File: src/common/arduboy_consts.svh
////////////////////////////////////////////////////////////
// host-side constants for the handheld core
// ROM window and depth, audio clock ratio, I2S slot shape
// and the lit pixel colour
////////////////////////////////////////////////////////////
`ifndef ARDUBOY_CONSTS_SVH
`define ARDUBOY_CONSTS_SVH

// bridge address nibble [31:28] that selects the program ROM
`define ARDU_ROM_WINDOW 4'h0

// program ROM size in 16-bit halfwords (32 KiB)
`define ARDU_ROM_DEPTH 16384

// fractional accumulator for MCLK from 74.25 MHz
// step / mod = 2 * 12.288 / 74.25
`define ARDU_MCLK_STEP 21'd245760
`define ARDU_MCLK_MOD 21'd742500

// I2S framing
`define ARDU_SLOT_BITS 32
// only the first 16 bits of a slot carry data
`define ARDU_ACTIVE_BITS 16

// OLED pixel on
`define ARDU_RGB_WHITE 24'hFF_FFFF

`endif
File: src/common/arduboy_pkg.sv
////////////////////////////////////////////////////////////
// shared types for the host side
// bus widths, ROM write and video structs, loader states
////////////////////////////////////////////////////////////
`default_nettype none

package arduboy_pkg;

  ////////////////////////////////////////////////////////////
  // plain widths
  ////////////////////////////////////////////////////////////

  // bridge bus, synchronous to clk_74a
  typedef logic [31:0] bridge_addr_t;
  typedef logic [31:0] bridge_word_t;

  // program memory, one entry per CPU instruction halfword
  typedef logic [13:0] rom_addr_t;
  typedef logic [15:0] rom_word_t;

  typedef logic [23:0] rgb_t;

  // audio
  typedef logic [31:0] sample_t;
  typedef logic [4:0]  slot_count_t;

  ////////////////////////////////////////////////////////////
  // grouped signals
  ////////////////////////////////////////////////////////////

  // one halfword write into the program ROM
  typedef struct packed {
    logic      valid;
    rom_addr_t addr;
    rom_word_t data;
  } rom_write_t;

  // raw raster from the OLED converter
  typedef struct packed {
    logic hsync;
    logic vsync;
    logic hblank;
    logic vblank;
    logic pixel;
  } raster_in_t;

  // scaler-ready video
  typedef struct packed {
    logic de;
    logic hs;
    logic vs;
    rgb_t rgb;
  } video_out_t;

  // ROM loader, second halfword pending or not
  typedef enum logic [0:0] {
    LOAD_LOW  = 1'b0,
    LOAD_HIGH = 1'b1
  } load_state_t;

endpackage

`default_nettype wire

File: src/rom_loader/rom_write_decode.sv
////////////////////////////////////////////////////////////
// bridge write decoder for the program ROM
// splits each big-endian 32-bit word into two halfword
// writes on consecutive cycles
////////////////////////////////////////////////////////////
`timescale 1ns/1ps
`default_nettype none

`include "arduboy_consts.svh"

module rom_write_decode
  import arduboy_pkg::*;
(
  input  wire          clk_74a,
  input  wire          rst_n,
  input  bridge_addr_t bridge_addr,
  input  wire          bridge_wr,
  input  bridge_word_t bridge_wr_data,
  output rom_write_t   rom_wr
);

  load_state_t state;
  logic        rom_hit;

  // registered write port
  logic      wr_valid;
  rom_addr_t wr_addr;
  rom_word_t wr_data;

  // second halfword, issued one cycle later
  rom_addr_t hold_addr;
  rom_word_t hold_data;

  assign rom_hit = bridge_wr && (bridge_addr[31:28] == `ARDU_ROM_WINDOW);

  ////////////////////////////////////////////////////////////
  // control
  ////////////////////////////////////////////////////////////
  always_ff @(posedge clk_74a or negedge rst_n)
  begin
    if (!rst_n)
    begin
      state    <= LOAD_LOW;
      wr_valid <= 1'b0;
    end
    else
    begin
      // new strobes are dropped while the high half is pending
      wr_valid <= (state == LOAD_HIGH) || rom_hit;
      if (state == LOAD_HIGH)
        state <= LOAD_LOW;
      else if (rom_hit)
        state <= LOAD_HIGH;
    end
  end

  ////////////////////////////////////////////////////////////
  // payload
  ////////////////////////////////////////////////////////////
  always_ff @(posedge clk_74a)
  begin
    if (state == LOAD_HIGH)
    begin
      wr_addr <= hold_addr;
      wr_data <= hold_data;
    end
    else if (rom_hit)
    begin
      // even index, bytes b2 b3 swapped into little-endian order
      wr_addr   <= {bridge_addr[14:2], 1'b0};
      wr_data   <= {bridge_wr_data[23:16], bridge_wr_data[31:24]};
      hold_addr <= {bridge_addr[14:2], 1'b1};
      hold_data <= {bridge_wr_data[7:0], bridge_wr_data[15:8]};
    end
  end

  assign rom_wr = '{valid: wr_valid, addr: wr_addr, data: wr_data};

endmodule

`default_nettype wire

File: config.mk
export PLATFORM = sky130hd
export DESIGN_NAME = rom_write_decode
export DESIGN_NICKNAME = d
export VERILOG_FILES = /design/src/common/arduboy_pkg.sv /design/src/rom_loader/rom_write_decode.sv
export VERILOG_INCLUDE_DIRS = /design/src /design/src/common
export SDC_FILE = /design/constraint.sdc
export NUM_CORES = 1
export LEC_CHECK = 0
export BUFFER_PORTS_ARGS = -buffer_cell sky130_fd_sc_hd__buf_2
export CAP_MARGIN = 10
export CORE_MARGIN = 1
export CORE_UTILIZATION = 46
export CTS_CLUSTER_SIZE = 12
export DETAILED_ROUTE_END_ITERATION = 10
export HOLD_SLACK_MARGIN = 0.15
export PLACE_DENSITY = 0.78
export SLEW_MARGIN = 20
export SYNTH_ARGS = -nofsm -noshare
export SYNTH_HDL_FRONTEND = slang
export SYNTH_SLANG_ARGS = --single-unit
File: constraint.sdc
create_clock -name clk_74a -period 2.52 [get_ports clk_74a]
set_clock_uncertainty 0.2 [all_clocks]
set_input_delay 0.63 -clock clk_74a [delete_from_list [all_inputs] [get_ports clk_74a]]
set_output_delay 0.63 -clock clk_74a [all_outputs]
set_load 0.05 [all_outputs]
==> impl_results.md <==
- TritonCTS clock tree: built
- Yosys cell types: 8
- Routed Antenna Nets: 0
- Crit. End Element: flop
- Crit path kind: in -> reg
- Post-CTS Setup Inserts: 0
- Io pins: 98
- Mapped cell area: 2212 µm²
- Worst EP required: 2330 ps
- Simple-gate share of the synthesized area: 0.6787%
- Failing checks: DRC
- Post-synthesis sequential area ratio: 82.35%
- Part of the power in registers: 57.3%
- Overall routing resource usage: 16.69%
- Hold Fails Final Rpt: 0
- Number of global-route vias before repair: 1350
- RSZ-0062 raised after global routing: false
- Htree depth: 3
- Drt first pass iters: 7
- Syn-to-layout area delta: 29.69%
- TNS Setup: 0 ps
- Sw power: 409.5 µW
- Sw Share: 20.64%
- Placement row count: 24
- Pins Over Slew Limit: 0
- Syn Area/Cell: 22.81 µm²
- Worst path max stage delay: 360 ps
- CTS sink count: 61
- Root buffer cell: clkbuf_8
- Residual DRC: 8
- Mux contribution to synthesized area: 14.76%
- Largest net degree at the start of global routing: 32
- Worst EP arrival: 1590 ps
- FF+latch count, synth: 61
- Full die area: 5090 µm²
- Adder-Cell Fraction of Synth Area: 0%
- Post-Synth XOR/XNOR Area: 0%
- Clk slew on worst S/H paths: 60 ps
- Synth Area in Compound Gates: 0.3394%
- Gate Count Post-Synth: 97
- Synth Warn #: 0
- Final setup violation count: 0
- Status: finished with violations
- Die Span Y: 71.35 µm
- Initial Util: 49.44%
- WL/cell: 15.58 µm
- Largest family of logic cells by synthesized area: multiplexers
- Initial antenna violation count: 0
- Input/output buffers: 82
- Post-CTS Hold Fix Bufs: 1
- Post-cts resize count: 0
- Leakage: 0.001123 µW
- Final min period: 1782 ps
- Worst skew pair latency: 320 ps
- Power Internal: 1575 µW
- Crit path max fanout: 15
- Type of the worst min-delay path: in -> reg
- Clk pwr share: 36.0%
- CP Launch Type: primary input
- Worst-path cell chain: buf_2 -> nor4_1 -> and3b_1 -> buf_4
- GPL Wtd Cong: 0.6549
- Vias/cell: 4.956
- Total number of vias: 1234
- Syn_nets: 164
- Core Area: 4474 µm²
- R2R Setup Slk: 910 ps
- PwrDens: 691.7 nW/µm²
- Die X: 71.35 µm
- First-pass GRT wire length: 6154 µm
- Post-layout util: 64.12%
- Starting DRT DRC Count: 57
- Inserted Clock Buffers: 9
- Worst vdd ir: 479.8 µV
- DRT Wirelength: 3880 µm
- Hpwl dp: 2647 µm
- Slowest CP cell: nor4_1
- Share of cells above drive strength 1: 64.97%
- Number of diodes: 0
- Fmax achieved: 561.1 MHz
- Remaining Overflow, GRT: 0
- Final nets: 259
- Combinational power share: 6.7%
- Fin crit share: 70.72%
- Maxcap violations: 0
- Slew @ Worst Pin: 352.3 ps
- Rel. slew slack: 76.30%
- CTS max path bufs: 2
## metal layers
| layer | wire length [µm] | global-route usage (%) | share of wire, % | vias up |
|---|---|---|---|---|
| met5 | 0 | 0 | 0 | - |
| met4 | 81 | 11.11 | 2.1 | 0 |
| met3 | 288 | 6.188 | 7.4 | 8 |
| met2 | 1908 | 26.77 | 49 | 61 |
| met1 | 1602 | 18.72 | 41 | 588 |
| li1 | - | - | - | 577 |
## placed cells by master (no fill, tap or decap)
cell	netlist	layout
buf_4	1	4
clkinv_2	0	2
mux2_2	29	29
edfxtp_1	59	59
and3b_1	1	1
clkbuf_1	0	4
a21o_1	1	1
dlygate4sd3_1	0	1
nor4_1	1	1
dfrtp_1	2	2
clkbuf_8	0	10
buf_2	0	82
buf_12	0	1
## cell type report
type | count | area (µm²)
repair buffers | 88 | 470.5
multi-input cells | 32 | 349.1
well taps | 52 | 65.06
clock inverters | 2 | 10.01
flip-flops and latches | 61 | 1822
fillers | 323 | 1605
clock buffers | 14 | 152.6
## cell families (layout without fill, tap and decap cells)
family	after synthesis	after routing
flops	61	61
mux	29	29
buf+inv	4	104
simple gates	2	2
compound gates	1	1
## Yosys cell counts
cell      number  area [µm²]
a21o_1         1       7.510
and3b_1        1       8.760
buf_4          1       7.510
buf_6          3       33.78
dfrtp_1        2       50.05
edfxtp_1      59        1772
mux2_2        29       326.6
nor4_1         1       6.260
## worst max-delay path, delay by kind of cell
family	cells	cell delay, ps
and+or+nand+nor	2	600
buffers and inverters	2	350
## metrics by stage
stage | hold WS [ps] | total power [µW] | worst slack (ps) | instances | instance area (µm²)
floorplan | 134.4 | 1232 | 171.4 | 97 | 2212
finish | 283.1 | 1984 | 737.9 | 249 | 2869
CTS | 264.6 | 2012 | 734.7 | 249 | 2869
detailed placement | 216.5 | 1291 | 418.0 | 232 | 2696
global route | 258.5 | 2066 | 698.3 | 249 | 2869
global placement | 216.2 | 1285 | 501.2 | 232 | 2696
## power groups by stage
| stage | logic [µW] | registers, µW | clock network (µW) |
|---|---|---|---|
| 3_3_place_gp | 128 | 1160 | 0 |
| 5_1_grt | 143 | 1140 | 785 |
| 4_1_cts | 135 | 1140 | 740 |
| 2_1_floorplan | 38.1 | 1190 | 0 |
| 6_report | 134 | 1140 | 714 |
| 3_5_place_dp | 134 | 1160 | 0 |
## flip-flops by register name (all words and copies together), names as in the netlist
name and flops:
state 1, wr_valid 1, wr_addr 14, wr_data 16
hold_addr 13, hold_data 16
## worst paths after layout
kind,from,cells past startpoint,end
min in group asynchronous,rst_n,2,state$_DFF_PN0_
worst max-delay path,bridge_addr[29],4,hold_data[8]$_DFFE_PP_
worst min register to register,hold_data[15]$_DFFE_PP_,1,wr_data[15]$_DFFE_PP_
worst min-delay path,bridge_wr_data[12],1,hold_data[4]$_DFFE_PP_
worst max register to register,state$_DFF_PN0_,3,hold_data[8]$_DFFE_PP_
max in group asynchronous,rst_n,2,wr_valid$_DFF_PN0_
Note: power is estimated with default switching activity, not from simulation.
