--- config.mk ---
export PLATFORM = sky130hd
export DESIGN_NAME = video_cleanup
export DESIGN_NICKNAME = d
export VERILOG_FILES = /design/src/common/arduboy_pkg.sv /design/src/source/video_cleanup.sv
export VERILOG_INCLUDE_DIRS = /design/src /design/src/common
export SDC_FILE = /design/constraint.sdc
export NUM_CORES = 1
export LEC_CHECK = 0
export BUFFER_PORTS_ARGS = -buffer_cell sky130_fd_sc_hd__buf_2
export CAP_MARGIN = 20
export CORE_AREA = 2 2 39 41
export CTS_CLUSTER_SIZE = 25
export DETAILED_ROUTE_END_ITERATION = 10
export DIE_AREA = 0 0 41 43
export PLACE_DENSITY = 0.7
export SYNTH_ARGS = -nofsm -noshare
export SYNTH_HDL_FRONTEND = slang
export SYNTH_SLANG_ARGS = --single-unit
--- constraint.sdc ---
create_clock -name clk_74a -period 0.9 [get_ports clk_74a]
set_input_delay 0.045 -clock clk_74a [delete_from_list [all_inputs] [get_ports clk_74a]]
set_output_delay 0.045 -clock clk_74a [all_outputs]
set_load 0.02 [all_outputs]
--- src/common/arduboy_consts.svh ---
////////////////////////////////////////////////////////////
// host-side constants for the handheld core
// ROM window and depth, audio clock ratio, I2S slot shape
// and the lit pixel colour
////////////////////////////////////////////////////////////
`ifndef ARDUBOY_CONSTS_SVH
`define ARDUBOY_CONSTS_SVH

// bridge address nibble [31:28] that selects the program ROM
`define ARDU_ROM_WINDOW 4'h0

// program ROM size in 16-bit halfwords (32 KiB)
`define ARDU_ROM_DEPTH 16384

// fractional accumulator for MCLK from 74.25 MHz
// step / mod = 2 * 12.288 / 74.25
`define ARDU_MCLK_STEP 21'd245760
`define ARDU_MCLK_MOD 21'd742500

// I2S framing
`define ARDU_SLOT_BITS 32
// only the first 16 bits of a slot carry data
`define ARDU_ACTIVE_BITS 16

// OLED pixel on
`define ARDU_RGB_WHITE 24'hFF_FFFF

`endif
--- src/common/arduboy_pkg.sv ---
////////////////////////////////////////////////////////////
// shared types for the host side
// bus widths, ROM write and video structs, loader states
////////////////////////////////////////////////////////////
`default_nettype none

package arduboy_pkg;

  ////////////////////////////////////////////////////////////
  // plain widths
  ////////////////////////////////////////////////////////////

  // bridge bus, synchronous to clk_74a
  typedef logic [31:0] bridge_addr_t;
  typedef logic [31:0] bridge_word_t;

  // program memory, one entry per CPU instruction halfword
  typedef logic [13:0] rom_addr_t;
  typedef logic [15:0] rom_word_t;

  typedef logic [23:0] rgb_t;

  // audio
  typedef logic [31:0] sample_t;
  typedef logic [4:0]  slot_count_t;

  ////////////////////////////////////////////////////////////
  // grouped signals
  ////////////////////////////////////////////////////////////

  // one halfword write into the program ROM
  typedef struct packed {
    logic      valid;
    rom_addr_t addr;
    rom_word_t data;
  } rom_write_t;

  // raw raster from the OLED converter
  typedef struct packed {
    logic hsync;
    logic vsync;
    logic hblank;
    logic vblank;
    logic pixel;
  } raster_in_t;

  // scaler-ready video
  typedef struct packed {
    logic de;
    logic hs;
    logic vs;
    rgb_t rgb;
  } video_out_t;

  // ROM loader, second halfword pending or not
  typedef enum logic [0:0] {
    LOAD_LOW  = 1'b0,
    LOAD_HIGH = 1'b1
  } load_state_t;

endpackage

`default_nettype wire

--- src/source/video_cleanup.sv ---
////////////////////////////////////////////////////////////
// raster cleanup for the scaler
// single-cycle hs/vs pulses, data enable, mono pixel colour
////////////////////////////////////////////////////////////
`timescale 1ns/1ps
`default_nettype none

`include "arduboy_consts.svh"

module video_cleanup
  import arduboy_pkg::*;
(
  input  wire        clk_74a,
  input  wire        rst_n,
  input  raster_in_t raster,
  output video_out_t video
);

  logic hs_prev;
  logic vs_prev;
  logic de_next;
  rgb_t rgb_next;

  // active area only outside both blanking intervals
  assign de_next = ~(raster.hblank | raster.vblank);

  // scaler wants black whenever de is low
  assign rgb_next = (de_next && raster.pixel) ? `ARDU_RGB_WHITE : '0;

  ////////////////////////////////////////////////////////////
  // output register
  ////////////////////////////////////////////////////////////
  always_ff @(posedge clk_74a or negedge rst_n)
  begin
    if (!rst_n)
    begin
      hs_prev   <= 1'b0;
      vs_prev   <= 1'b0;
      video.de  <= 1'b0;
      video.hs  <= 1'b0;
      video.vs  <= 1'b0;
      video.rgb <= '0;
    end
    else
    begin
      hs_prev <= raster.hsync;
      vs_prev <= raster.vsync;

      // rising edge of the converter syncs, one clock wide
      video.hs <= ~hs_prev & raster.hsync;
      video.vs <= ~vs_prev & raster.vsync;

      video.de  <= de_next;
      video.rgb <= rgb_next;
    end
  end

endmodule

`default_nettype wire

==> insert_results.sql <==
INSERT INTO impl_metrics (metric_group, metric, value, unit) VALUES
('status', 'status', 'finished with violations', ''),
('status', 'failed_checks', 'negative setup slack', ''),
('drt', 'highest_signal_layer', 'met3', ''),
('timing', 'finalSetupViolCount', '24', ''),
('drt', 'wirelength_met1', '202', 'um'),
('grt', 'global_route.overflow_total', '0', ''),
('drt', 'met3RoutedLength', '66', 'um'),
('final_layout', 'instances_no_fill', '72', ''),
('power', 'combPwrFrac', '0.300', ''),
('synth', 'synthesis.area', '352', 'um2'),
('drt', 'vias_cell', '3.67', ''),
('worst_setup_path', 'critical-path-slowest-cell', 'sky130_fd_sc_hd__dfrtp_2', ''),
('final_layout', 'area.growth.synth_to_final', '81.1', '%'),
('power', 'p_seq_frac', '0.370', ''),
('final_layout', 'antenna_cells', '0', ''),
('synth', 'top_area_cell_type_share_of_the_netlist_area', '0.491', ''),
('grt', 'total_routing_usage_reported_by_global_routing', '0.100', ''),
('timing', 'fin_crit', '0.998', 'ns'),
('drt', 'route.detailed.drc', '0', ''),
('synth', 'synthesis.yosys.warnings', '0', ''),
('die', 'initial_core_util', '0.254', ''),
('die', 'placementRows', '14', ''),
('timing', 'timing_worst_slew_pin_value', '0.128', 'ns'),
('final_layout', 'layout-drive-gt1-share', '0.750', ''),
('cts', 'cts.reportedPaths.clkPinSlew', '0.05', 'ns'),
('worst_setup_path', 'crit_path_frequent_cell', 'sky130_fd_sc_hd__buf_6', ''),
('drt', 'route.final.wire_length', '709', 'um'),
('power', 'p_per_area', '1230', 'nW/um2'),
('die', 'floorplan.core_area', '1380', 'um2'),
('final_layout', 'final_nets', '64', ''),
('synth', 'synth_seq_area_share', '0.427', ''),
('worst_setup_path', 'worstSetupEndpointType', 'primary output', ''),
('cts', 'cts_buffer_depth', '2', ''),
('die', 'design.die.area', '1760', 'um2'),
('power', 'clock_power_share', '0.330', ''),
('cts', 'clock_tree.root_cell', 'sky130_fd_sc_hd__clkbuf_4', ''),
('synth', 'syn_area_per_cell', '10.7', 'um2'),
('drt', 'drt_pass1_iterations', '1', ''),
('final_layout', 'finalCoreUtilization', '0.460', ''),
('timing', 'final_critical_path_setup_slack', '-0.0977', 'ns'),
('synth', 'syn-num-nets', '40', ''),
('worst_setup_path', 'setup.worst_path.class', 'register to primary output', ''),
('worst_setup_path', 'timing.critical_path.slowest_cell_delay', '0.43', 'ns'),
('power', 'ir_worst_vdd', '785', 'uV'),
('timing', 'clock-skew-final', '0.00455', 'ns'),
('cts', 'insertion_delay', '0.24', 'ns'),
('min_path', 'worst_hold_path_type', 'primary input to register', ''),
('place', 'gp_routability_congestion', '0.654', ''),
('timing', 'final-hold-violation-count', '0', ''),
('drt', 'wl_per_cell', '9.85', 'um'),
('final_layout', 'commonest_non_fill_non_tap_cell_in_the_layout', 'sky130_fd_sc_hd__buf_6', ''),
('cts', 'cts_num_sinks', '6', ''),
('power', 'sw_frac_of_total', '0.267', ''),
('grt', 'initial_antenna_violation_count', '0', ''),
('run', 'number_of_violations_of_the_max_capacitance_limit', '0', ''),
('cts', 'num_cts_buffers', '3', ''),
('power', 'net-switching-power', '0.209', 'mW'),
('timing', 'unrepaired_setup_endpoints_after_global_routing', 'yes', ''),
('synth', 'synth_largest_area_cell', 'sky130_fd_sc_hd__buf_4', ''),
('timing', 'finalMaxSlewViolations', '0', ''),
('grt', 'grt_pass1_vias', '266', ''),
('synth', 'postSynthRegisterBits', '6', ''),
('die', 'fp.dieH', '43', 'um'),
('timing', 'timing.slew.headroom', '0.914', ''),
('timing', 'timing.fmax', '1000', 'MHz'),
('worst_setup_path', 'crit_chain', 'buf_6, buf_6', ''),
('drt', 'route.antenna.remaining_nets', '0', ''),
('worst_setup_path', 'critPathMaxFanout', '7', ''),
('synth', 'synth_cell_type_count', '5', ''),
('power', 'power_report.internal_total', '0.573', 'mW'),
('cts', 'tritoncts', 'built', '');
[power groups by stage]
stage / logic (mW) / registers [mW] / clock network, mW
after floorplan: 0.116 / 0.310 / 0
after global placement: 0.136 / 0.298 / 0
after detailed placement: 0.137 / 0.299 / 0
after CTS: 0.237 / 0.290 / 0.267
after global routing: 0.250 / 0.291 / 0.300
final: 0.235 / 0.290 / 0.258
[area by class of cell]
cell class | instances | area, um2
Timing Repair Buffer | 42 | 410
Multi-Input combinational cell | 4 | 28.8
Clock buffer | 4 | 26.3
Fill cell | 124 | 747
Tap cell | 16 | 20.0
Sequential cell | 6 | 151
[routing by layer]
metal / vias up / track usage
met5: - / 0
met4: 0 / 0.100
met3: 0 / 0.0524
met2: 21 / 0.159
met1: 120 / 0.0757
li1: 123 / -
[repair_timing]
action,CTS,global route
gates cloned,1,0
buffers inserted,3,0
resized for setup,54,0
endpoints found under the setup margin,24,24
hold buffers,5,0
hold endpoints to repair,10,0
[cells by family (layout without fill, tap and decap cells)]
logic type,after synthesis,after routing,share of synthesized area
flip-flops,6,6,0.427
AND/OR/NAND/NOR,4,4,0.0818
buffers and inverters,23,46,0.491
[worst max-delay path: cells and delay by family (launching register included)]
family,cells,cell delay [ns]
buffers and inverters,2,0.28
DFF,1,0.43
[registers in the layout (all words and copies together) (netlist names)]
signal   cells
hs_prev      1
video        4
vs_prev      1
[path summary, 6_finish.rpt]
check	slack [ns]	end	cells past startpoint	startpoint
max	-0.1	video[1]	2	video[22]$_DFF_PN0_
min	0.06	video[22]$_DFF_PN0_	2	raster[0]
max reg2reg	0.37	video[25]$_DFF_PN0_	1	hs_prev$_DFF_PN0_
min reg2reg	0.39	video[24]$_DFF_PN0_	1	vs_prev$_DFF_PN0_
max in group asynchronous	0.60	video[22]$_DFF_PN0_	2	rst_n
min in group asynchronous	0.15	hs_prev$_DFF_PN0_	2	rst_n
[Yosys cell counts]
master                    number
sky130_fd_sc_hd__nor2b_1       2
sky130_fd_sc_hd__nor3b_2       1
sky130_fd_sc_hd__dfrtp_1       6
sky130_fd_sc_hd__buf_4        23
sky130_fd_sc_hd__nor2_1        1
[per-stage QoR]
step	total power [mW]	hold WS, ns	area, um2	setup TNS [ns]	setup WS (ns)
6_report	0.782	0.0601	637	-2.25	-0.0977
5_1_grt	0.841	0.0536	637	-3.44	-0.149
4_1_cts	0.793	0.0610	637	-2.54	-0.109
3_5_place_dp	0.436	-0.128	365	0	0.101
3_3_place_gp	0.434	-0.131	365	0	0.116
2_1_floorplan	0.426	-0.251	353	0	0.0652
Note: power is estimated with default switching activity, not from simulation.
