File: src/common/arduboy_consts.svh
////////////////////////////////////////////////////////////
// host-side constants for the handheld core
// ROM window and depth, audio clock ratio, I2S slot shape
// and the lit pixel colour
////////////////////////////////////////////////////////////
`ifndef ARDUBOY_CONSTS_SVH
`define ARDUBOY_CONSTS_SVH

// bridge address nibble [31:28] that selects the program ROM
`define ARDU_ROM_WINDOW 4'h0

// program ROM size in 16-bit halfwords (32 KiB)
`define ARDU_ROM_DEPTH 16384

// fractional accumulator for MCLK from 74.25 MHz
// step / mod = 2 * 12.288 / 74.25
`define ARDU_MCLK_STEP 21'd245760
`define ARDU_MCLK_MOD 21'd742500

// I2S framing
`define ARDU_SLOT_BITS 32
// only the first 16 bits of a slot carry data
`define ARDU_ACTIVE_BITS 16

// OLED pixel on
`define ARDU_RGB_WHITE 24'hFF_FFFF

`endif
File: src/common/arduboy_pkg.sv
////////////////////////////////////////////////////////////
// shared types for the host side
// bus widths, ROM write and video structs, loader states
////////////////////////////////////////////////////////////
`default_nettype none

package arduboy_pkg;

  ////////////////////////////////////////////////////////////
  // plain widths
  ////////////////////////////////////////////////////////////

  // bridge bus, synchronous to clk_74a
  typedef logic [31:0] bridge_addr_t;
  typedef logic [31:0] bridge_word_t;

  // program memory, one entry per CPU instruction halfword
  typedef logic [13:0] rom_addr_t;
  typedef logic [15:0] rom_word_t;

  typedef logic [23:0] rgb_t;

  // audio
  typedef logic [31:0] sample_t;
  typedef logic [4:0]  slot_count_t;

  ////////////////////////////////////////////////////////////
  // grouped signals
  ////////////////////////////////////////////////////////////

  // one halfword write into the program ROM
  typedef struct packed {
    logic      valid;
    rom_addr_t addr;
    rom_word_t data;
  } rom_write_t;

  // raw raster from the OLED converter
  typedef struct packed {
    logic hsync;
    logic vsync;
    logic hblank;
    logic vblank;
    logic pixel;
  } raster_in_t;

  // scaler-ready video
  typedef struct packed {
    logic de;
    logic hs;
    logic vs;
    rgb_t rgb;
  } video_out_t;

  // ROM loader, second halfword pending or not
  typedef enum logic [0:0] {
    LOAD_LOW  = 1'b0,
    LOAD_HIGH = 1'b1
  } load_state_t;

endpackage

`default_nettype wire

File: src/audio/i2s_serializer.sv
////////////////////////////////////////////////////////////
// I2S serializer for the two buzzers
// mixes to one sample, 16 active bits per 32-bit slot
////////////////////////////////////////////////////////////
`timescale 1ns/1ps
`default_nettype none

`include "arduboy_consts.svh"

module i2s_serializer
  import arduboy_pkg::*;
(
  input  wire  clk_74a,
  input  wire  rst_n,
  input  wire  bit_tick,
  input  wire  buzzer1,
  input  wire  buzzer2,
  output logic lrck,
  output logic dac
);

  sample_t     sample;
  sample_t     shifter;
  slot_count_t slot_cnt;

  ////////////////////////////////////////////////////////////
  // mix
  ////////////////////////////////////////////////////////////

  // each term stays below 2^30, so the sum keeps the sign bit clear
  assign sample = {2'b00, {30{buzzer1}}} + {2'b00, {30{buzzer2}}};

  ////////////////////////////////////////////////////////////
  // shifter, one step per SCLK falling edge
  ////////////////////////////////////////////////////////////
  always_ff @(posedge clk_74a or negedge rst_n)
  begin
    if (!rst_n)
    begin
      shifter  <= '0;
      slot_cnt <= '0;
      lrck     <= 1'b0;
      dac      <= 1'b0;
    end
    else if (bit_tick)
    begin
      dac      <= shifter[31];
      slot_cnt <= slot_cnt + 5'd1;

      if (slot_cnt == 5'(`ARDU_SLOT_BITS - 1))
      begin
        // channel switch
        lrck <= ~lrck;
        // new sample once per frame, at the lrck rise
        if (!lrck)
          shifter <= sample;
      end
      else if (slot_cnt < 5'(`ARDU_ACTIVE_BITS))
      begin
        shifter <= {shifter[30:0], 1'b0};
      end
    end
  end

endmodule

`default_nettype wire

File: config.mk
export PLATFORM = sky130hd
export DESIGN_NAME = i2s_serializer
export DESIGN_NICKNAME = d
export VERILOG_FILES = /design/src/common/arduboy_pkg.sv /design/src/audio/i2s_serializer.sv
export VERILOG_INCLUDE_DIRS = /design/src /design/src/common
export SDC_FILE = /design/constraint.sdc
export NUM_CORES = 1
export LEC_CHECK = 0
export ABC_CLOCK_PERIOD_IN_PS = 2150
export BUFFER_PORTS_ARGS = -buffer_cell sky130_fd_sc_hd__buf_2
export CAP_MARGIN = 40
export CORE_MARGIN = 2
export CORE_UTILIZATION = 43
export DETAILED_ROUTE_END_ITERATION = 6
export SLEW_MARGIN = 20
export SYNTH_ARGS = -nofsm -noshare
export SYNTH_HDL_FRONTEND = slang
export SYNTH_SLANG_ARGS = --single-unit
File: constraint.sdc
create_clock -name clk_74a -period 2.15 [get_ports clk_74a]
set_input_delay 0.215 -clock clk_74a [delete_from_list [all_inputs] [get_ports clk_74a]]
set_output_delay 0.215 -clock clk_74a [all_outputs]
set_load 0.01 [all_outputs]
==> results of run 1 <==
## power by group through the flow
stage                     Combinational (mW)  Clock [mW]  Sequential, mW
final                                  0.793       0.463            1.20
after global routing                   0.905       0.524            1.25
after CTS                              0.809       0.486            1.20
after detailed placement               0.805           0            1.21
after global placement                 0.768           0            1.20
after floorplan                        0.659           0            1.18
## path summary, 6_finish.rpt
path,from,to,depth (start not counted)
max,slot_cnt[0],shifter[4],7
min,bit_tick,slot_cnt[0],2
max reg2reg,slot_cnt[0],shifter[4],7
min reg2reg,slot_cnt[3],slot_cnt[3],1
max in group asynchronous,rst_n,shifter[14],3
min in group asynchronous,rst_n,shifter[1],2
## registers in the layout, indices dropped and copies added (netlist names)
register and cells:
dac 1, shifter 32, lrck 1, slot_cnt 5
## cells in the mapped netlist, drive strengths merged, types with 3 or more instances
cell / instances / area (um^2)
dfrtp: 39 / 976
inv: 30 / 113
o21ai: 29 / 145
mux2i: 28 / 293
mux2: 8 / 105
buf: 5 / 42.5
clkbuf: 5 / 18.8
nand2: 5 / 21.3
ha: 4 / 50.1
xnor2: 3 / 26.3
## layer usage
metal  part of all wire, %  vias up  global-route usage, %
met5                     0        -                      0
met4                   1.9        0                   6.54
met3                   3.3        5                   4.51
met2                    45       10                   21.9
met1                    50      540                   17.8
li1                      -      544                      -
## worst max-delay path, delay by kind of cell (launching register included)
kind | cells | cell delay (ns)
AND/OR/NAND/NOR | 2 | 0.37
buffers and inverters | 1 | 0.25
adder cells (fa/ha/maj) | 2 | 0.45
multiplexers | 2 | 0.42
flip-flops | 1 | 0.41
## logic make-up after synthesis
family / share of synthesized area, %
buffers and inverters: 9.47
adder cells (fa/ha/maj): 2.73
multiplexers: 21.7
XOR/XNOR: 1.91
flip-flops: 53.2
AO/OA/AOI/OAI: 8.52
AND/OR/NAND/NOR: 2.52
## area by class of cell
class,count,area (um^2),area share [%]
repair buffers,11,95.1,4.72
clock buffers,7,76.3,3.79
flip-flops and latches,39,976,48.5
multi-input cells,84,686,34.1
well taps,50,62.6,3.11
inverters,30,113,5.59
clock inverters,1,5.00,0.249
## per-stage QoR
stage                     setup WS, ns  utilization (%)  hold WS (ns)  std cells  cell area [um^2]
final                            0.153             49.6         0.270        222              2010
after global routing            0.0226             49.6         0.301        222              2010
after CTS                        0.135             49.6         0.265        222              2010
after detailed placement         0.155             47.4         0.152        213              1920
after global placement           0.232             46.9         0.372        212              1900
after floorplan                  0.242                -       -0.0806        163              1840
## what timing repair did
item / in CTS / in global routing
hold buffers: 1 / 0
gates resized for setup: 0 / 0
endpoints found under the hold margin: 14 / 0
==> summary.txt, run 1 <==
Outcome
  – Status: finished clean

Clock network
  – Clk Latency, worst-skew pair: a little under 0.3 ns
  – # Post-CTS Setup Buffers: 0
  – H-tree Lvls: 2
  – CTS Buf Count: 5
  – TritonCTS Sinks: 39
  – Reg clk slew, reported paths: ~0.07 ns
  – CTS tree: yes
  – Max clock buf depth: 2
  – CTS Root Buffer Type: clkbuf_8

Synthesis
  – Post-synth EDFFs: 0
  – Post-synth cell types: 22
  – Mapped cell area: 1840 um^2
  – Seq/Total Area, Yosys: 53.2%
  – Top_reg_cell synth: dfrtp_1
  – Warnings, synthesis: 0
  – Share of synthesized registers carrying an async set or reset: 100%
  – Cells after Synth: 163
  – Synthesized Nets: about 170
  – Mean Syn Cell Area: 11.3 um^2
  – Synth Register Bits: 39

Finish
  – Area growth from synthesis to layout: 9.68%
  – Layout filler cell count: 369
  – Share of post-route cells with drive strength above 1: 15.1%
  – Commonest non-fill, non-tap cell in the layout: dfrtp_1
  – Diode count: 0
  – Commonest non-fill, non-tap cells in the layout: dfrtp_1 (39), inv_1 (30), o21ai_0 (29), mux2i_1 (27), buf_2 (6)
  – Final nets: 180

Timing
  – Setup Skew: approximately 0.0037 ns
  – # setup viols final: 0
  – Setup tns final: 0 ns
  – Fin. max-slew vios: 0
  – F_max: between 500 and 600 MHz
  – Slew @ Worst Pin: ~0.37 ns
  – Final Hold Fails: 0
  – RSZ-0062 raised after global routing: no
  – Final period utilization: between 90% and 100%
  – Minimum clock period: around 2.0 ns
  – Slew headroom: roughly three quarters

Setup path
  – R2R setup slack: 0.15 ns
  – Worst EP required: 2.36 ns
  – Critical Path AT: 2.21 ns
  – CP max FO: 25
  – CP max-delay cell: dfrtp_1
  – CP peak stage delay: 0.41 ns
  – Kind of critical path: flip-flop to flip-flop
  – CP Launch Type: flip-flop
  – Most frequent CP cell: ha_1
  – Crit path cell chain: ha_1, and3_1, ha_1, mux2i_4, nand2_2, buf_12, mux2i_1
  – Crit path capture type: flip-flop

Pwr
  – Sequential share of power: 48.9%
  – Max rail drop VDD: 0.663 mV
  – Leak: between 1 and 1.5 nW
  – Clk network pwr share: between 10% and 20%
  – Switching part of the total: about a third
  – P_sw: 0.785 mW
  – Power per Cell Area: 1220 nW/um^2
  – Internal: between 1.5 and 2 mW
  – Total chip power: 2.46 mW
  – Comb pwr share: approximately a third

Die
  – I/O pin cnt: 7
  – Die area: roughly 4800 um^2
  – Core area: 4060 um^2
  – Die height: 69.3 um
  – Site row count: 23
  – Initial core utilization: 45.2%
  – Die W: 69.3 um

Place
  – Port bufs: 6
  – RePlAce Congestion: roughly 0.72
  – Post-DP HPWL: around 1800 um

Route
  – Drt total wl: approximately 2900 um
  – Antenna-violating nets left: 0
  – DRT iter0 DRCs: 55
  – Via/cell ratio: 4.95
  – First-pass detailed-route iteration total: 3
  – Via count: 1099
  – Remaining DRCs: 0
  – Drt wl/cell: about 13 um

GRT
  – Antenna violations before repair: 0
  – Largest net degree at the start of global routing: 36
  – Grt ovf: 0
  – Vias in the first global route: between 1000 and 1500
  – GR Util All Layers: between 10% and 20%
  – First-pass GRT wire length: 5320 um

Worst hold path
  – HP Class: primary input to flip-flop

Run
  – Max_cap viols: 0
Power figures use the tool's default switching activity.
==> inputs of run 2 (changes only) <==
Settings changed: CELL_PAD_IN_SITES_DETAIL_PLACEMENT set to 0, CELL_PAD_IN_SITES_GLOBAL_PLACEMENT set to 1, PLACE_DENSITY_LB_ADDON set to 0.1.
==> summary.txt, run 2 (synthesized netlist as in run 1, its figures left out) <==
Finish
  – Commonest non-fill, non-tap cell in the layout: dfrtp_1 (unchanged)
  – Share of post-route cells with drive strength above 1: 16.2% (was 15.1%)
  – Commonest non-fill, non-tap cells in the layout: dfrtp_1 (39), inv_1 (30), o21ai_0 (29), mux2i_1 (27), clkbuf_8 (7) (was dfrtp_1 (39), inv_1 (30), o21ai_0 (29), mux2i_1 (27), buf_2 (6))
  – Top flop regs: shifter (32), slot_cnt (5) (unchanged)
  – Max reg flops: 32 (unchanged)
  – Diode count: 0 (unchanged)
  – Fin area: 2050 um^2 (was 2010 um^2)
  – Most flops, register: shifter (unchanged)
  – Layout filler cell count: 367 (was 369)
  – Final nets: 181 (was 180)
  – Area growth from synthesis to layout: 11.8% (was 9.68%)

Route
  – Antenna-violating nets left: 0 (unchanged)
  – Via/cell ratio: 4.99 (was 4.95)
  – First-pass detailed-route iteration total: 4 (was 3)
  – Via count: 1112 (was 1099)
  – Remaining DRCs: 0 (unchanged)
  – Drt wl/cell: 13.3 um (was 12.9 um)
  – Drt total wl: 2970 um (was 2860 um)
  – DRT iter0 DRCs: 40 (was 55)

Place
  – Port bufs: 6 (unchanged)
  – Placed Area: 1940 um^2 (was 1920 um^2)
  – Post-DP HPWL: 1910 um (was 1850 um)
  – RePlAce Congestion: 0.693 (was 0.724)

Clock network
  – CTS Root Buffer Type: clkbuf_8 (unchanged)
  – Post-cts resize count: 0 (unchanged)
  – # Post-CTS Setup Buffers: 0 (unchanged)
  – Clk Latency, worst-skew pair: 0.28 ns (was 0.29 ns)
  – Reg clk slew, reported paths: 0.07 ns (about the same)
  – CTS Buf Count: 5 (unchanged)
  – TritonCTS Sinks: 39 (unchanged)
  – H-tree Lvls: 2 (unchanged)
  – CTS tree: yes (unchanged)
  – Max clock buf depth: 2 (unchanged)

Setup path
  – Worst r2r src: slot_cnt[0] (unchanged)
  – R2R setup slack: 0.15 ns (about the same)
  – CP peak stage delay: 0.41 ns (about the same)
  – Crit path capture type: flip-flop (unchanged)
  – Critical R2R Capture: shifter[6] (was shifter[4])
  – CP max FO: 19 (was 25)
  – R2R depth: 7 (unchanged)
  – Crit path cell chain: ha_1, and3_1, ha_1, mux2i_4, nand2_2, buf_12, mux2i_1 (unchanged)
  – CP max-delay cell: dfrtp_1 (unchanged)
  – Critical Path AT: 2.20 ns (was 2.21 ns)
  – Worst EP required: 2.35 ns (was 2.36 ns)
  – Most frequent CP cell: ha_1 (unchanged)
  – CP Launch Type: flip-flop (unchanged)
  – Kind of critical path: flip-flop to flip-flop (unchanged)

Timing
  – Final Hold Fails: 0 (unchanged)
  – Hold WS: 0.270 ns (about the same)
  – RSZ-0062 raised after global routing: no (unchanged)
  – Setup Skew: 0.00462 ns (was 0.00365 ns)
  – F_max: 501 MHz (about the same)
  – Slew @ Worst Pin: 0.307 ns (was 0.369 ns)
  – Minimum clock period: 2.00 ns (about the same)
  – Setup tns final: 0 ns (unchanged)
  – Slew headroom: 79.5% (was 75.4%)
  – # setup viols final: 0 (unchanged)
  – Fin. max-slew vios: 0 (unchanged)
  – Final period utilization: 92.8% (was 92.9%)

Die
  – Initial core utilization: 45.2% (unchanged)
  – Die height: 69.3 um (unchanged)
  – Site row count: 23 (unchanged)
  – Core area: 4060 um^2 (unchanged)
  – Die W: 69.3 um (unchanged)
  – I/O pin cnt: 7 (unchanged)
  – Die area: 4810 um^2 (unchanged)

GRT
  – First-pass GRT wire length: 5370 um (was 5320 um)
  – Antenna violations before repair: 0 (unchanged)
  – Grt ovf: 0 (unchanged)
  – Vias in the first global route: 1157 (was 1166)
  – GR Util All Layers: 13.9% (was 14.0%)
  – Largest net degree at the start of global routing: 36 (unchanged)

Pwr
  – Switching part of the total: 31.1% (was 31.9%)
  – Leak: 1.06 nW (was 1.04 nW)
  – Max rail drop VDD: 0.697 mV (was 0.663 mV)
  – Internal: 1.75 mW (was 1.67 mW)
  – Power per Cell Area: 1230 nW/um^2 (was 1220 nW/um^2)
  – Total chip power: 2.53 mW (was 2.46 mW)
  – Clk network pwr share: 20.9% (was 18.8%)
  – P_sw: 0.787 mW (was 0.785 mW)
  – Sequential share of power: 47.3% (was 48.9%)
  – Comb pwr share: 31.8% (was 32.3%)

Worst hold path
  – HP Class: primary input to flip-flop (unchanged)
  – WHS Path Cells: 2 (unchanged)
  – Hold_sp: bit_tick (unchanged)
  – Worst Hold End: slot_cnt[0] (unchanged)

Outcome
  – Status: finished clean (unchanged)

Run
  – Max_cap viols: 0 (unchanged)
-- run 2: how the worst max path moves through the flow --
stage | depth (start not counted) | to | start
after floorplan | 8 | shifter[21] | slot_cnt[0]
after global placement | 7 | shifter[27] | slot_cnt[0]
after detailed placement | 7 | shifter[4] | slot_cnt[0]
after CTS | 7 | shifter[6] | slot_cnt[0]
after global routing | 7 | shifter[27] | slot_cnt[0]
final | 7 | shifter[6] | slot_cnt[0]
-- run 2: repair_timing --
item | in CTS | in global routing
setup endpoints to repair | 0 | 0
endpoints found under the hold margin | 8 | 0
hold buffers | 1 | 0
-- run 2: final cells by class --
type | count | area (um^2) | area share, %
Sequential cell | 39 | 976 | 47.6
Inverter | 30 | 113 | 5.49
Multi-Input combinational cell | 84 | 686 | 33.4
Clock buffer | 8 | 100 | 4.88
Timing Repair Buffer | 12 | 115 | 5.61
Tap cell | 50 | 62.6 | 3.05
-- run 2: layer usage --
metal / up-vias / global-route usage (%) / share of wire [%]
li1: 546 / - / -
met1: 555 / 18.3 / 49
met2: 7 / 21.9 / 47
met3: 4 / 3.92 / 2.4
met4: 0 / 5.23 / 1.4
met5: - / 0 / 0
-- run 2: power groups by stage --
stage	sequential (mW)	combinational (mW)	clock (mW)
finish	1.20	0.805	0.530
global route	1.24	0.926	0.584
CTS	1.20	0.825	0.558
detailed placement	1.21	0.819	0
global placement	1.20	0.782	0
floorplan	1.18	0.659	0
-- run 2: metrics by stage --
stage | cells | worst slack (ns) | util, %
floorplan | 163 | 0.242 | -
global placement | 213 | 0.221 | 47.4
detailed placement | 214 | 0.163 | 47.9
CTS | 223 | 0.142 | 50.6
global route | 223 | 0.000350 | 50.6
finish | 223 | 0.154 | 50.6
-- run 2: worst max-delay path, delay by kind of cell (launching register included) --
kind / cells / cell delay [ns]
DFF: 1 / 0.41
muxes: 2 / 0.41
adders and majority gates: 2 / 0.45
buffers and inverters: 1 / 0.23
and+or+nand+nor: 2 / 0.41
