==> config.mk <==
export PLATFORM = sky130hd
export DESIGN_NAME = audio_clock_gen
export DESIGN_NICKNAME = d
export VERILOG_FILES = /design/src/audio/audio_clock_gen.sv
export VERILOG_INCLUDE_DIRS = /design/src /design/src/common
export SDC_FILE = /design/constraint.sdc
export NUM_CORES = 1
export LEC_CHECK = 0
export ABC_AREA = 1
export BUFFER_PORTS_ARGS = -buffer_cell sky130_fd_sc_hd__buf_2
export CORE_ASPECT_RATIO = 0.8
export CORE_MARGIN = 5
export CORE_UTILIZATION = 40
export DETAILED_ROUTE_END_ITERATION = 8
export GPL_TIMING_DRIVEN = 0
export SYNTH_ARGS = -nofsm -noshare
export SYNTH_HDL_FRONTEND = slang
export SYNTH_SLANG_ARGS = --single-unit
==> constraint.sdc <==
create_clock -name clk_74a -period 2.1 [get_ports clk_74a]
set_input_delay 0.21 -clock clk_74a [delete_from_list [all_inputs] [get_ports clk_74a]]
set_output_delay 0.21 -clock clk_74a [all_outputs]
set_load 0.05 [all_outputs]
==> src/common/arduboy_consts.svh <==
////////////////////////////////////////////////////////////
// host-side constants for the handheld core
// ROM window and depth, audio clock ratio, I2S slot shape
// and the lit pixel colour
////////////////////////////////////////////////////////////
`ifndef ARDUBOY_CONSTS_SVH
`define ARDUBOY_CONSTS_SVH

// bridge address nibble [31:28] that selects the program ROM
`define ARDU_ROM_WINDOW 4'h0

// program ROM size in 16-bit halfwords (32 KiB)
`define ARDU_ROM_DEPTH 16384

// fractional accumulator for MCLK from 74.25 MHz
// step / mod = 2 * 12.288 / 74.25
`define ARDU_MCLK_STEP 21'd245760
`define ARDU_MCLK_MOD 21'd742500

// I2S framing
`define ARDU_SLOT_BITS 32
// only the first 16 bits of a slot carry data
`define ARDU_ACTIVE_BITS 16

// OLED pixel on
`define ARDU_RGB_WHITE 24'hFF_FFFF

`endif
==> src/audio/audio_clock_gen.sv <==
////////////////////////////////////////////////////////////
// audio clocks from clk_74a
// fractional MCLK, SCLK = MCLK / 4, bit tick on SCLK fall
////////////////////////////////////////////////////////////
`timescale 1ns/1ps
`default_nettype none

`include "arduboy_consts.svh"

module audio_clock_gen (
  input  wire  clk_74a,
  input  wire  rst_n,
  output logic mclk,
  output logic bit_tick
);

  logic [20:0] accum;
  logic        mclk_prev;
  logic        mclk_rise;
  logic [1:0]  mclk_div;
  logic        sclk;

  assign mclk_rise = mclk & ~mclk_prev;
  assign sclk      = mclk_div[1];

  always_ff @(posedge clk_74a or negedge rst_n)
  begin
    if (!rst_n)
    begin
      accum     <= '0;
      mclk      <= 1'b0;
      mclk_prev <= 1'b0;
      mclk_div  <= '0;
      bit_tick  <= 1'b0;
    end
    else
    begin
      // 12.288 MHz average, toggled on each wrap
      if (accum >= `ARDU_MCLK_MOD)
      begin
        accum <= accum - `ARDU_MCLK_MOD + `ARDU_MCLK_STEP;
        mclk  <= ~mclk;
      end
      else
        accum <= accum + `ARDU_MCLK_STEP;

      mclk_prev <= mclk;
      if (mclk_rise)
        mclk_div <= mclk_div + 2'd1;

      // divider going 3 -> 0 is the SCLK falling edge
      bit_tick <= mclk_rise & sclk & mclk_div[0];
    end
  end

endmodule

`default_nettype wire

==> impl_metrics.yaml, run 1 <==
logic_synthesis:
  yosysMostFrequentCell: "nand2_1"
  synth_seq_cells: 24
  syn_area_um2: 1880
  yosysWarnings: 0
  synthArstFlopShare_pct: 100
  yosysTopAreaCell: "dfrtp_1"
  synth_common_cells: "76 x nand2_1, 33 x inv_1, 33 x nand3_1"
  synth_area_per_cell_um2: 7.18
  synth_ff_type: "dfrtp_1"
  synth_edf_count: 0
  synth.distinct_cells: 27
  yosys-top-cells-area: "dfrtp_1 32%, nand2_1 15%, nand3_1 8.8%, xor2_1 7.0%, inv_1 6.6%"
  yosysSeqAreaShare_pct: 31.9
  yosysTopAreaCellShare_pct: 31.9
  syn_inst: 262
  syn_nets: 270
detailed_routing:
  num_vias: 1597
  routed_wirelength_um: 4150
  ant_nets: 0
  drc: 0
  first_iter_violations: 120
  via_per_inst: 4.84
  firstDrtPassIters: 4
  routedWlPerCell_um: 12.6
place:
  place_inst: 325
  dp_hpwl_um: 3060
  place_congestion: 0.909
  portBuffers: 3
sta:
  worst_pin_slew_ns: 0.561
  slew_violations: 0
  holdWs_ns: 0.432
  final_hold_viol_count: 0
  skew_ns: 0.0114
  tns_ns: 0
  min_period_ns: 1.77
  grt_setup_unrepaired: "no"
  fmax_mhz: 563
  setup-violations-final: 0
  slew_headroom_pct: 62.6
  period_share_pct: 84.5
finish:
  fill_cells: 485
  nets: 279
  layoutNonFillerInstCount: 330
  area_delta_synth_final_pct: 9.12
  fin_util_pct: 44.9
  layout-drive-gt1-share_pct: 18.1
  multi_input_area_um2: 1080
  diodes: 0
  seqCellArea_um2: 601
clocking:
  htreeDepth: 1
  cts_tree: "done"
  worstSkewPairLatency_ns: 0.28
  cts_setup_buffers: 0
  clk_pin_slew_ns: 0.09
  cts_buffers: 3
  cts_buffer_depth: 2
  cts.sinks: 24
  cts_root_buffer: "clkbuf_8"
flow_run:
  drv_cap: 0
global_routing:
  grt_pass1_wl_um: 7140
  grt-ovfl-total: 0
  antenna_found_initial: 0
  grt_pass1_vias: 1518
  grt_max_degree: 25
  grt_use_total_pct: 14.5
critical_path:
  worstSetupPathType: "register to register"
  cp_cell_sequence: "inv_1, ha_1, nand2_1, inv_1, nand4_2, nor2_4, nor2_8, buf_4, nand3_1, nand2_1"
  cp-end-kind: "register"
  worstPathArrival_ns: 1.95
  startpoint_type: "register"
  max_stage_delay_ns: 0.45
  worstPathRequired_ns: 2.27
  cp_max_fo: 10
  cp_slowest_cell: "dfrtp_1"
  crit_family: "simple AND/OR/NAND/NOR gates"
  cp_num_buf_inv: 3
run_status:
  outcome: "finished clean"
floorplan:
  initial_core_util_pct: 41.2
  die_area_um2: 6180
  fp.dieW_um: 86.7
  rows: 22
  fp.coreArea_um2: 4570
  ioPinCount: 4
  die_height_um: 71.3
power_and_ir_drop:
  power.total_w: 0.000900
  ir_worst_vdd_uv: 265
  power_density_nw_per_um2: 438
  leakagePower_nw: 1.13
worst_hold_path:
  hp-class: "register to register"
## state kept, by name, summed over array words and instances, names as in the netlist
name       count
accum         19
mclk_div       2
bit_tick       1
mclk           1
mclk_prev      1
## cells by family after synthesis
kind of cell    synth area share (%)
buf+inv                         10.8
fa+ha+maj                       3.99
compound gates                  5.52
flops                           31.9
xor+xnor                        6.99
simple gates                    40.7
## final timing paths
path	slack, ns	startpoint	end	depth (start not counted)
min reg2reg	0.43	mclk	mclk_prev	0
min	0.43	mclk	mclk_prev	0
max	0.33	accum[15]	accum[18]	10
max in group asynchronous	1.28	rst_n	mclk_div[1]	2
max reg2reg	0.33	accum[15]	accum[18]	10
min in group asynchronous	0.44	rst_n	accum[8]	2
## cell type report
class | instances | share of cell area, %
plain buffers | 4 | 2.26
clock buffers | 3 | 2.01
clock inverters | 1 | 1.46
inverters | 42 | 7.68
multi-input cells | 192 | 52.4
flip-flops and latches | 24 | 29.3
well taps | 60 | 3.66
repair buffers | 4 | 1.22
## metrics by stage
stage / worst slack [ns] / instance area (um2)
2_1_floorplan: 0.569 / 1880
4_1_cts: 0.330 / 2050
3_3_place_gp: 0.321 / 1970
3_5_place_dp: 0.350 / 1970
6_report: 0.325 / 2050
5_1_grt: 0.212 / 2050
## per-layer routing
metal  GRT usage [%]  vias up  routed length [um]
li1                -      833                   -
met1            21.5      737                2280
met2            21.6       23                1710
met3            2.87        4                 131
met4            3.29        0                  23
met5               0        -                   0
## worst reg2reg max path, cell delays in order (launching register included)
cell and delay, ns:
dfrtp_1 0.45, inv_1 0.20, ha_1 0.19, nand2_1 0.05, inv_1 0.06, nand4_2 0.13
nor2_4 0.16, nor2_8 0.08, buf_4 0.20, nand3_1 0.09, nand2_1 0.06
## timing repair
action,in CTS,in global routing
endpoints found under the hold margin,24,0
endpoints found under the setup margin,0,0
resized for setup,0,0
hold buffers,1,0
## layout by cell type (no fill, tap or decap), types with 4 or more instances in the layout
master,netlist,layout
nand2_2,14,14
nor2_2,4,4
nand3_1,33,33
nand2_1,76,76
inv_2,9,9
xor2_1,15,15
nor2_1,11,11
ha_1,6,6
inv_1,33,33
o21ai_0,7,7
nor3_1,4,4
a21oi_1,5,5
dfrtp_1,24,24
## where the power goes
| group | leakage, nW | switching, W | total [W] | internal, W |
|---|---|---|---|---|
| clock | 0.0357 | 0.000171 | 0.000427 | 0.000255 |
| combinational | 0.814 | 0.00000923 | 0.0000111 | 0.00000187 |
| sequential | 0.281 | 0 | 0.000462 | 0.000462 |
| total | 1.13 | 0.000181 | 0.000900 | 0.000719 |
(Power assumes the default switching activity.)
==> inputs of run 2 (changes only) <==
ABC_AREA = 0   (was 1)
clock period = 1.6 ns   (was 2.1 ns; I/O delays follow)
==> run 2 against run 1 <==
- the flow now finishes with violations (setup timing)
- highest routed layer unchanged
- final area up 1.8%
- register-to-register slack worse by 1.1 ns
- die area down 19%
- worst setup slack worse by 1.1 ns
- combinational power up 26%
- first-iteration DRC count down 68%
- clock skew down 0.0088 ns
- fmax down 24%
- critical endpoint unchanged
==> impl_metrics.yaml, run 2 <==
critical_path:
  reg2reg_slack_ns: -0.74
  startpoint_type: "register"
  worstPathRequired_ns: 1.75
  cp_max_fo: 8
  crit_family: "simple AND/OR/NAND/NOR gates"
  cp_cell_sequence: "buf_6, or4_4, or4_4, o21a_4, buf_6, a221oi_2, o311ai_1"
  cp_slowest_cell: "or4_4"
  cp_num_buf_inv: 2
  rr_startpoint: "accum[11]"
  r2r_end: "accum[18]"
  max_stage_delay_ns: 0.53
  reg2regPathDepth: 7
  cp-end-kind: "register"
  worstPathArrival_ns: 2.49
  worstSetupPathType: "register to register"
detailed_routing:
  routed_wirelength_um: 4120
  firstDrtPassIters: 4
  drc: 0
  num_vias: 1319
  via_per_inst: 5.94
  routedWlPerCell_um: 18.6
  ant_nets: 0
  first_iter_violations: 39
clocking:
  clk_pin_slew_ns: 0.08
  cts.sinks: 24
  cts_buffers: 3
  cts_root_buffer: "clkbuf_8"
  worstSkewPairLatency_ns: 0.27
  htreeDepth: 1
  cts_tree: "done"
  cts_buffer_depth: 2
power_and_ir_drop:
  ir_worst_vdd_uv: 540
  p_sw_w: 0.000205
  power_density_nw_per_um2: 495
  swShare_pct: 19.8
  leakagePower_nw: 0.835
  pwr-share-clk_pct: 40.0
  seqPwrFrac_pct: 58.6
  power.internal_w: 0.000828
  combPwrFrac_pct: 1.4
finish:
  fill_cells: 276
  largest_reg_flops: 19
  diodes: 0
  fin_util_pct: 59.8
  area_delta_synth_final_pct: 41.0
  top_regs: "accum x19, mclk_div x2"
  finalInstanceArea_um2: 2090
  layout-drive-gt1-share_pct: 46.1
  layoutNonFillerInstCount: 222
  layout_common_cells: "18 x dfrtp_1, 14 x buf_4, 9 x buf_6"
  nets: 189
  regMostFlops: "accum"
  mostFrequentLayoutCell: "dfrtp_1"
logic_synthesis:
  yosysMostFrequentCell: "dfrtp_1"
  synth_seq_cells: 24
  syn_area_um2: 1480
  synth.distinct_cells: 43
  synth_common_cells: "24 x dfrtp_1, 10 x nand2_1, 10 x o21ai_0"
  yosysWarnings: 0
  yosysTopAreaCell: "dfrtp_1"
  synthArstFlopShare_pct: 100
  synth_ff_type: "dfrtp_1"
  yosysSeqAreaShare_pct: 40.5
  synth_edf_count: 0
  yosysTopAreaCellShare_pct: 40.5
  synth_area_per_cell_um2: 9.81
  yosys-top-cells-area: "dfrtp_1 41%, xnor2_1 5.3%, ha_1 5.1%, xor2_1 4.1%, o21ai_0 3.4%"
  syn_inst: 151
  syn_nets: 159
worst_hold_path:
  hp-class: "input port to async pin"
global_routing:
  antenna_found_initial: 0
  grt_max_degree: 25
  grt-ovfl-total: 0
  grt_use_total_pct: 16.0
  grt_pass1_wl_um: 6500
  grt_pass1_vias: 1308
sta:
  period_share_pct: 146
  final_hold_viol_count: 0
  fmax_mhz: 427
  grt_setup_unrepaired: "yes"
  skew_ns: 0.00262
  slew_headroom_pct: 63.9
  min_period_ns: 2.34
  setup-violations-final: 20
  slew_violations: 0
  holdWs_ns: 0.395
  worst_pin_slew_ns: 0.541
  worst_slack_ns: -0.742
run_status:
  violations: "setup timing"
  outcome: "finished with violations"
floorplan:
  die_height_um: 64.4
  fp.coreArea_um2: 3490
  rows: 19
  initial_core_util_pct: 42.4
  ioPinCount: 4
  die_area_um2: 5030
  fp.dieW_um: 78.0
place:
  portBuffers: 3
  dpl_cell_area_um2: 1570
  place_congestion: 0.873
  place_inst: 196
  dp_hpwl_um: 2350
flow_run:
  drv_cap: 0
==> run 2: cell count changes after synthesis, moves of 8 or more <==
cell	before	now
nand2_2	14	0
xnor2_1	0	9
nand2_1	76	10
xor2_1	15	7
inv_2	9	0
nand3_1	33	3
inv_1	33	8
==> run 2: layout make-up <==
class / count / area [um2] / share of cell area (%)
Multi-Input combinational cell: 115 / 1060 / 50.8
Sequential cell: 24 / 608 / 29.1
Timing Repair Buffer: 26 / 240 / 11.5
Clock buffer: 4 / 55.1 / 2.63
Tap cell: 42 / 52.6 / 2.51
Buffer: 3 / 38.8 / 1.86
Inverter: 8 / 33.8 / 1.62
==> run 2: per-stage QoR <==
stage | total power [W] | setup slack, ns | TNS, ns
global route | 0.00108 | -0.823 | -14.03
CTS | 0.00105 | -0.703 | -12.49
detailed placement | 0.000632 | -0.848 | -14.44
finish | 0.00103 | -0.742 | -12.89
floorplan | 0.000618 | -0.618 | -10.87
global placement | 0.000631 | -0.827 | -14.20
==> run 2: worst max path at each step <==
| stage | from | slack, ns | to | depth (start not counted) |
|---|---|---|---|---|
| floorplan | accum[11] | -0.62 | accum[18] | 7 |
| global placement | accum[13] | -0.83 | accum[7] | 7 |
| detailed placement | accum[13] | -0.85 | accum[7] | 7 |
| CTS | accum[13] | -0.70 | accum[18] | 7 |
| global route | accum[20] | -0.82 | accum[8] | 6 |
| finish | accum[11] | -0.74 | accum[18] | 7 |
==> run 2: cell families (layout without fill, tap and decap cells) <==
family | count (synthesis) | in the layout | share of synthesized area (%)
AO/OA/AOI/OAI | 47 | 48 | 22.8
AND/OR/NAND/NOR | 45 | 45 | 17.1
flip-flops | 24 | 24 | 40.5
XOR/XNOR | 16 | 16 | 9.46
buffers and inverters | 13 | 41 | 5.07
adder cells (fa/ha/maj) | 6 | 6 | 5.07
==> run 2: power groups by stage <==
| stage | combinational, W | clock (W) | sequential [W] |
|---|---|---|---|
| CTS | 0.0000154 | 0.000429 | 0.000606 |
| global route | 0.0000178 | 0.000456 | 0.000606 |
| detailed placement | 0.0000137 | 0 | 0.000618 |
| global placement | 0.0000131 | 0 | 0.000618 |
| floorplan | 0.000000000353 | 0 | 0.000618 |
| finish | 0.0000140 | 0.000414 | 0.000606 |
==> run 2: per-layer routing <==
| metal | global-route usage (%) | part of all wire, % |
|---|---|---|
| met1 | 22.1 | 45 |
| met2 | 24.9 | 49 |
| met3 | 4.16 | 4.6 |
| met4 | 4.22 | 1.3 |
| met5 | 0 | 0 |
==> run 2: what timing repair did <==
item                                   in CTS  in global routing
buffers inserted                           10                 11
endpoints found under the hold margin      24                  0
gates resized for setup                    37                 26
hold buffers                                1                  0
gates cloned                                2                  0
pin swaps                                  18                 16
setup endpoints to repair                  20                 20
==> inputs of run 3 (changes only) <==
BUFFER_PORTS_ARGS = -buffer_cell sky130_fd_sc_hd__clkbuf_2   (was -buffer_cell sky130_fd_sc_hd__buf_2)
REMOVE_ABC_BUFFERS = 1   (was unset)
==> run 3 against run 2 <==
- the run still ends with setup timing left
- die area stayed put
- cell count shrank 2.7%
- combinational power increased by 4%
- register-to-register slack improved by 0.09 ns
- clock skew increased by 0.0031 ns
- power up 1.9%
- final area down 8.7%
- critical endpoint is now accum[9]
==> impl_metrics.yaml, run 3 (synthesized netlist as in run 2, its figures left out) <==
finish:
  top_regs: "accum x19, mclk_div x2"
  fin_util_pct: 54.6
  nets: 183
  diodes: 0
  layout-drive-gt1-share_pct: 41.4
  area_delta_synth_final_pct: 28.7
  mostFrequentLayoutCell: "dfrtp_1"
  layoutNonFillerInstCount: 216
  regMostFlops: "accum"
  largest_reg_flops: 19
  fill_cells: 301
  layout_common_cells: "15 x dfrtp_1, 14 x buf_4, 9 x dfrtp_2"
floorplan:
  ioPinCount: 4
  initial_core_util_pct: 42.4
  die_height_um: 64.4
  rows: 19
  die_area_um2: 5030
  fp.coreArea_um2: 3490
  fp.dieW_um: 78.0
flow_run:
  drv_cap: 0
power_and_ir_drop:
  ir_worst_vdd_uv: 358
  leakagePower_nw: 0.756
  power_density_nw_per_um2: 552
global_routing:
  grt_pass1_wl_um: 5670
  grt_use_total_pct: 14.2
  antenna_found_initial: 0
  grt_max_degree: 25
  grt-ovfl-total: 0
  grt_pass1_vias: 1138
critical_path:
  cp_max_fo: 7
  rr_startpoint: "accum[18]"
  setup.worst_path.start: "accum[18]"
  worstPathArrival_ns: 2.46
  worstPathRequired_ns: 1.81
  reg2regPathDepth: 6
  startpoint_type: "register"
  worstSetupPathType: "register to register"
  cp-end-kind: "register"
clocking:
  cts_buffer_depth: 2
  worstSkewPairLatency_ns: 0.28
  cts.sinks: 24
  cts_tree: "done"
  clk_pin_slew_ns: 0.09
  cts_root_buffer: "clkbuf_8"
  htreeDepth: 1
  cts_buffers: 3
detailed_routing:
  drc: 0
  first_iter_violations: 79
  via_per_inst: 5.82
  firstDrtPassIters: 4
  ant_nets: 0
  num_vias: 1257
  routedWlPerCell_um: 17.3
  routed_wirelength_um: 3740
place:
  portBuffers: 3
  dp_hpwl_um: 2180
  place_inst: 191
  place_congestion: 0.860
sta:
  setup-violations-final: 20
  worst_pin_slew_ns: 0.632
  final_hold_viol_count: 0
  grt_setup_unrepaired: "yes"
  worst_slack_ns: -0.654
  skew_ns: 0.00572
  slew_violations: 0
  min_period_ns: 2.25
  period_share_pct: 141
  fmax_mhz: 444
  slew_headroom_pct: 57.9
run_status:
  outcome: "finished with violations"
  violations: "setup timing"
worst_hold_path:
  hp-class: "input port to async pin"
## run 3: power by group
group | internal [W] | leakage (nW) | switching, W
logic | 0.00000241 | 0.455 | 0.0000121
registers | 0.000606 | 0.273 | 0
clock network | 0.000220 | 0.0288 | 0.000212
## run 3: layer usage
layer  wire [um]  up-vias  global-route usage, %
met3         199        6                   3.88
met2        1820       32                   21.1
met4          42        0                   3.59
met1        1670      618                   20.3
met5           0        -                      0
li1            -      601                      -
## run 3: final timing paths
kind / slack [ns] / endpoint
min in group clk_74a: 0.44 / mclk_prev
max in group asynchronous: 0.73 / accum[15]
setup reg to reg: -0.65 / accum[9]
setup / recovery: -0.65 / accum[9]
hold / removal: 0.42 / accum[9]
hold reg to reg: 0.44 / mclk_prev
## run 3: stage by stage
| stage | hold slack [ns] | power (W) | TNS, ns | instance area, um2 | setup WS [ns] |
|---|---|---|---|---|---|
| after global placement | 0.196 | 0.000631 | -17.34 | 1500 | -1.03 |
| after global routing | 0.459 | 0.00110 | -12.67 | 1910 | -0.706 |
| after CTS | 0.443 | 0.00106 | -11.20 | 1720 | -0.654 |
| after detailed placement | 0.205 | 0.000632 | -17.39 | 1500 | -1.01 |
| after floorplan | -0.136 | 0.000618 | -10.88 | 1440 | -0.667 |
| final | 0.418 | 0.00105 | -11.61 | 1910 | -0.654 |
## run 3: repair_timing
| item | in CTS | in global routing |
|---|---|---|
| hold buffers | 1 | 0 |
| setup buffers | 11 | 8 |
| gates resized for setup | 21 | 29 |
| pin swaps | 5 | 18 |
| endpoints found under the setup margin | 20 | 20 |
| hold endpoints to repair | 24 | 0 |
| cloned | 1 | 0 |
## run 3: area by class of cell
cell class / instances / area, um2 / share of cell area (%)
flip-flops and latches: 24 / 612 / 32.1
multi-input cells: 115 / 971 / 50.9
well taps: 42 / 52.6 / 2.76
clock buffers: 4 / 55.1 / 2.89
inverters: 8 / 30.0 / 1.57
repair buffers: 23 / 186 / 9.78
## run 3: critical path: stages (launching register included)
cell and delay [ns]:
dfrtp_2 0.41, or4b_4 0.55, or4_4 0.54, o21a_4 0.27
buf_6 0.13, a21oi_4 0.13, xor2_1 0.14
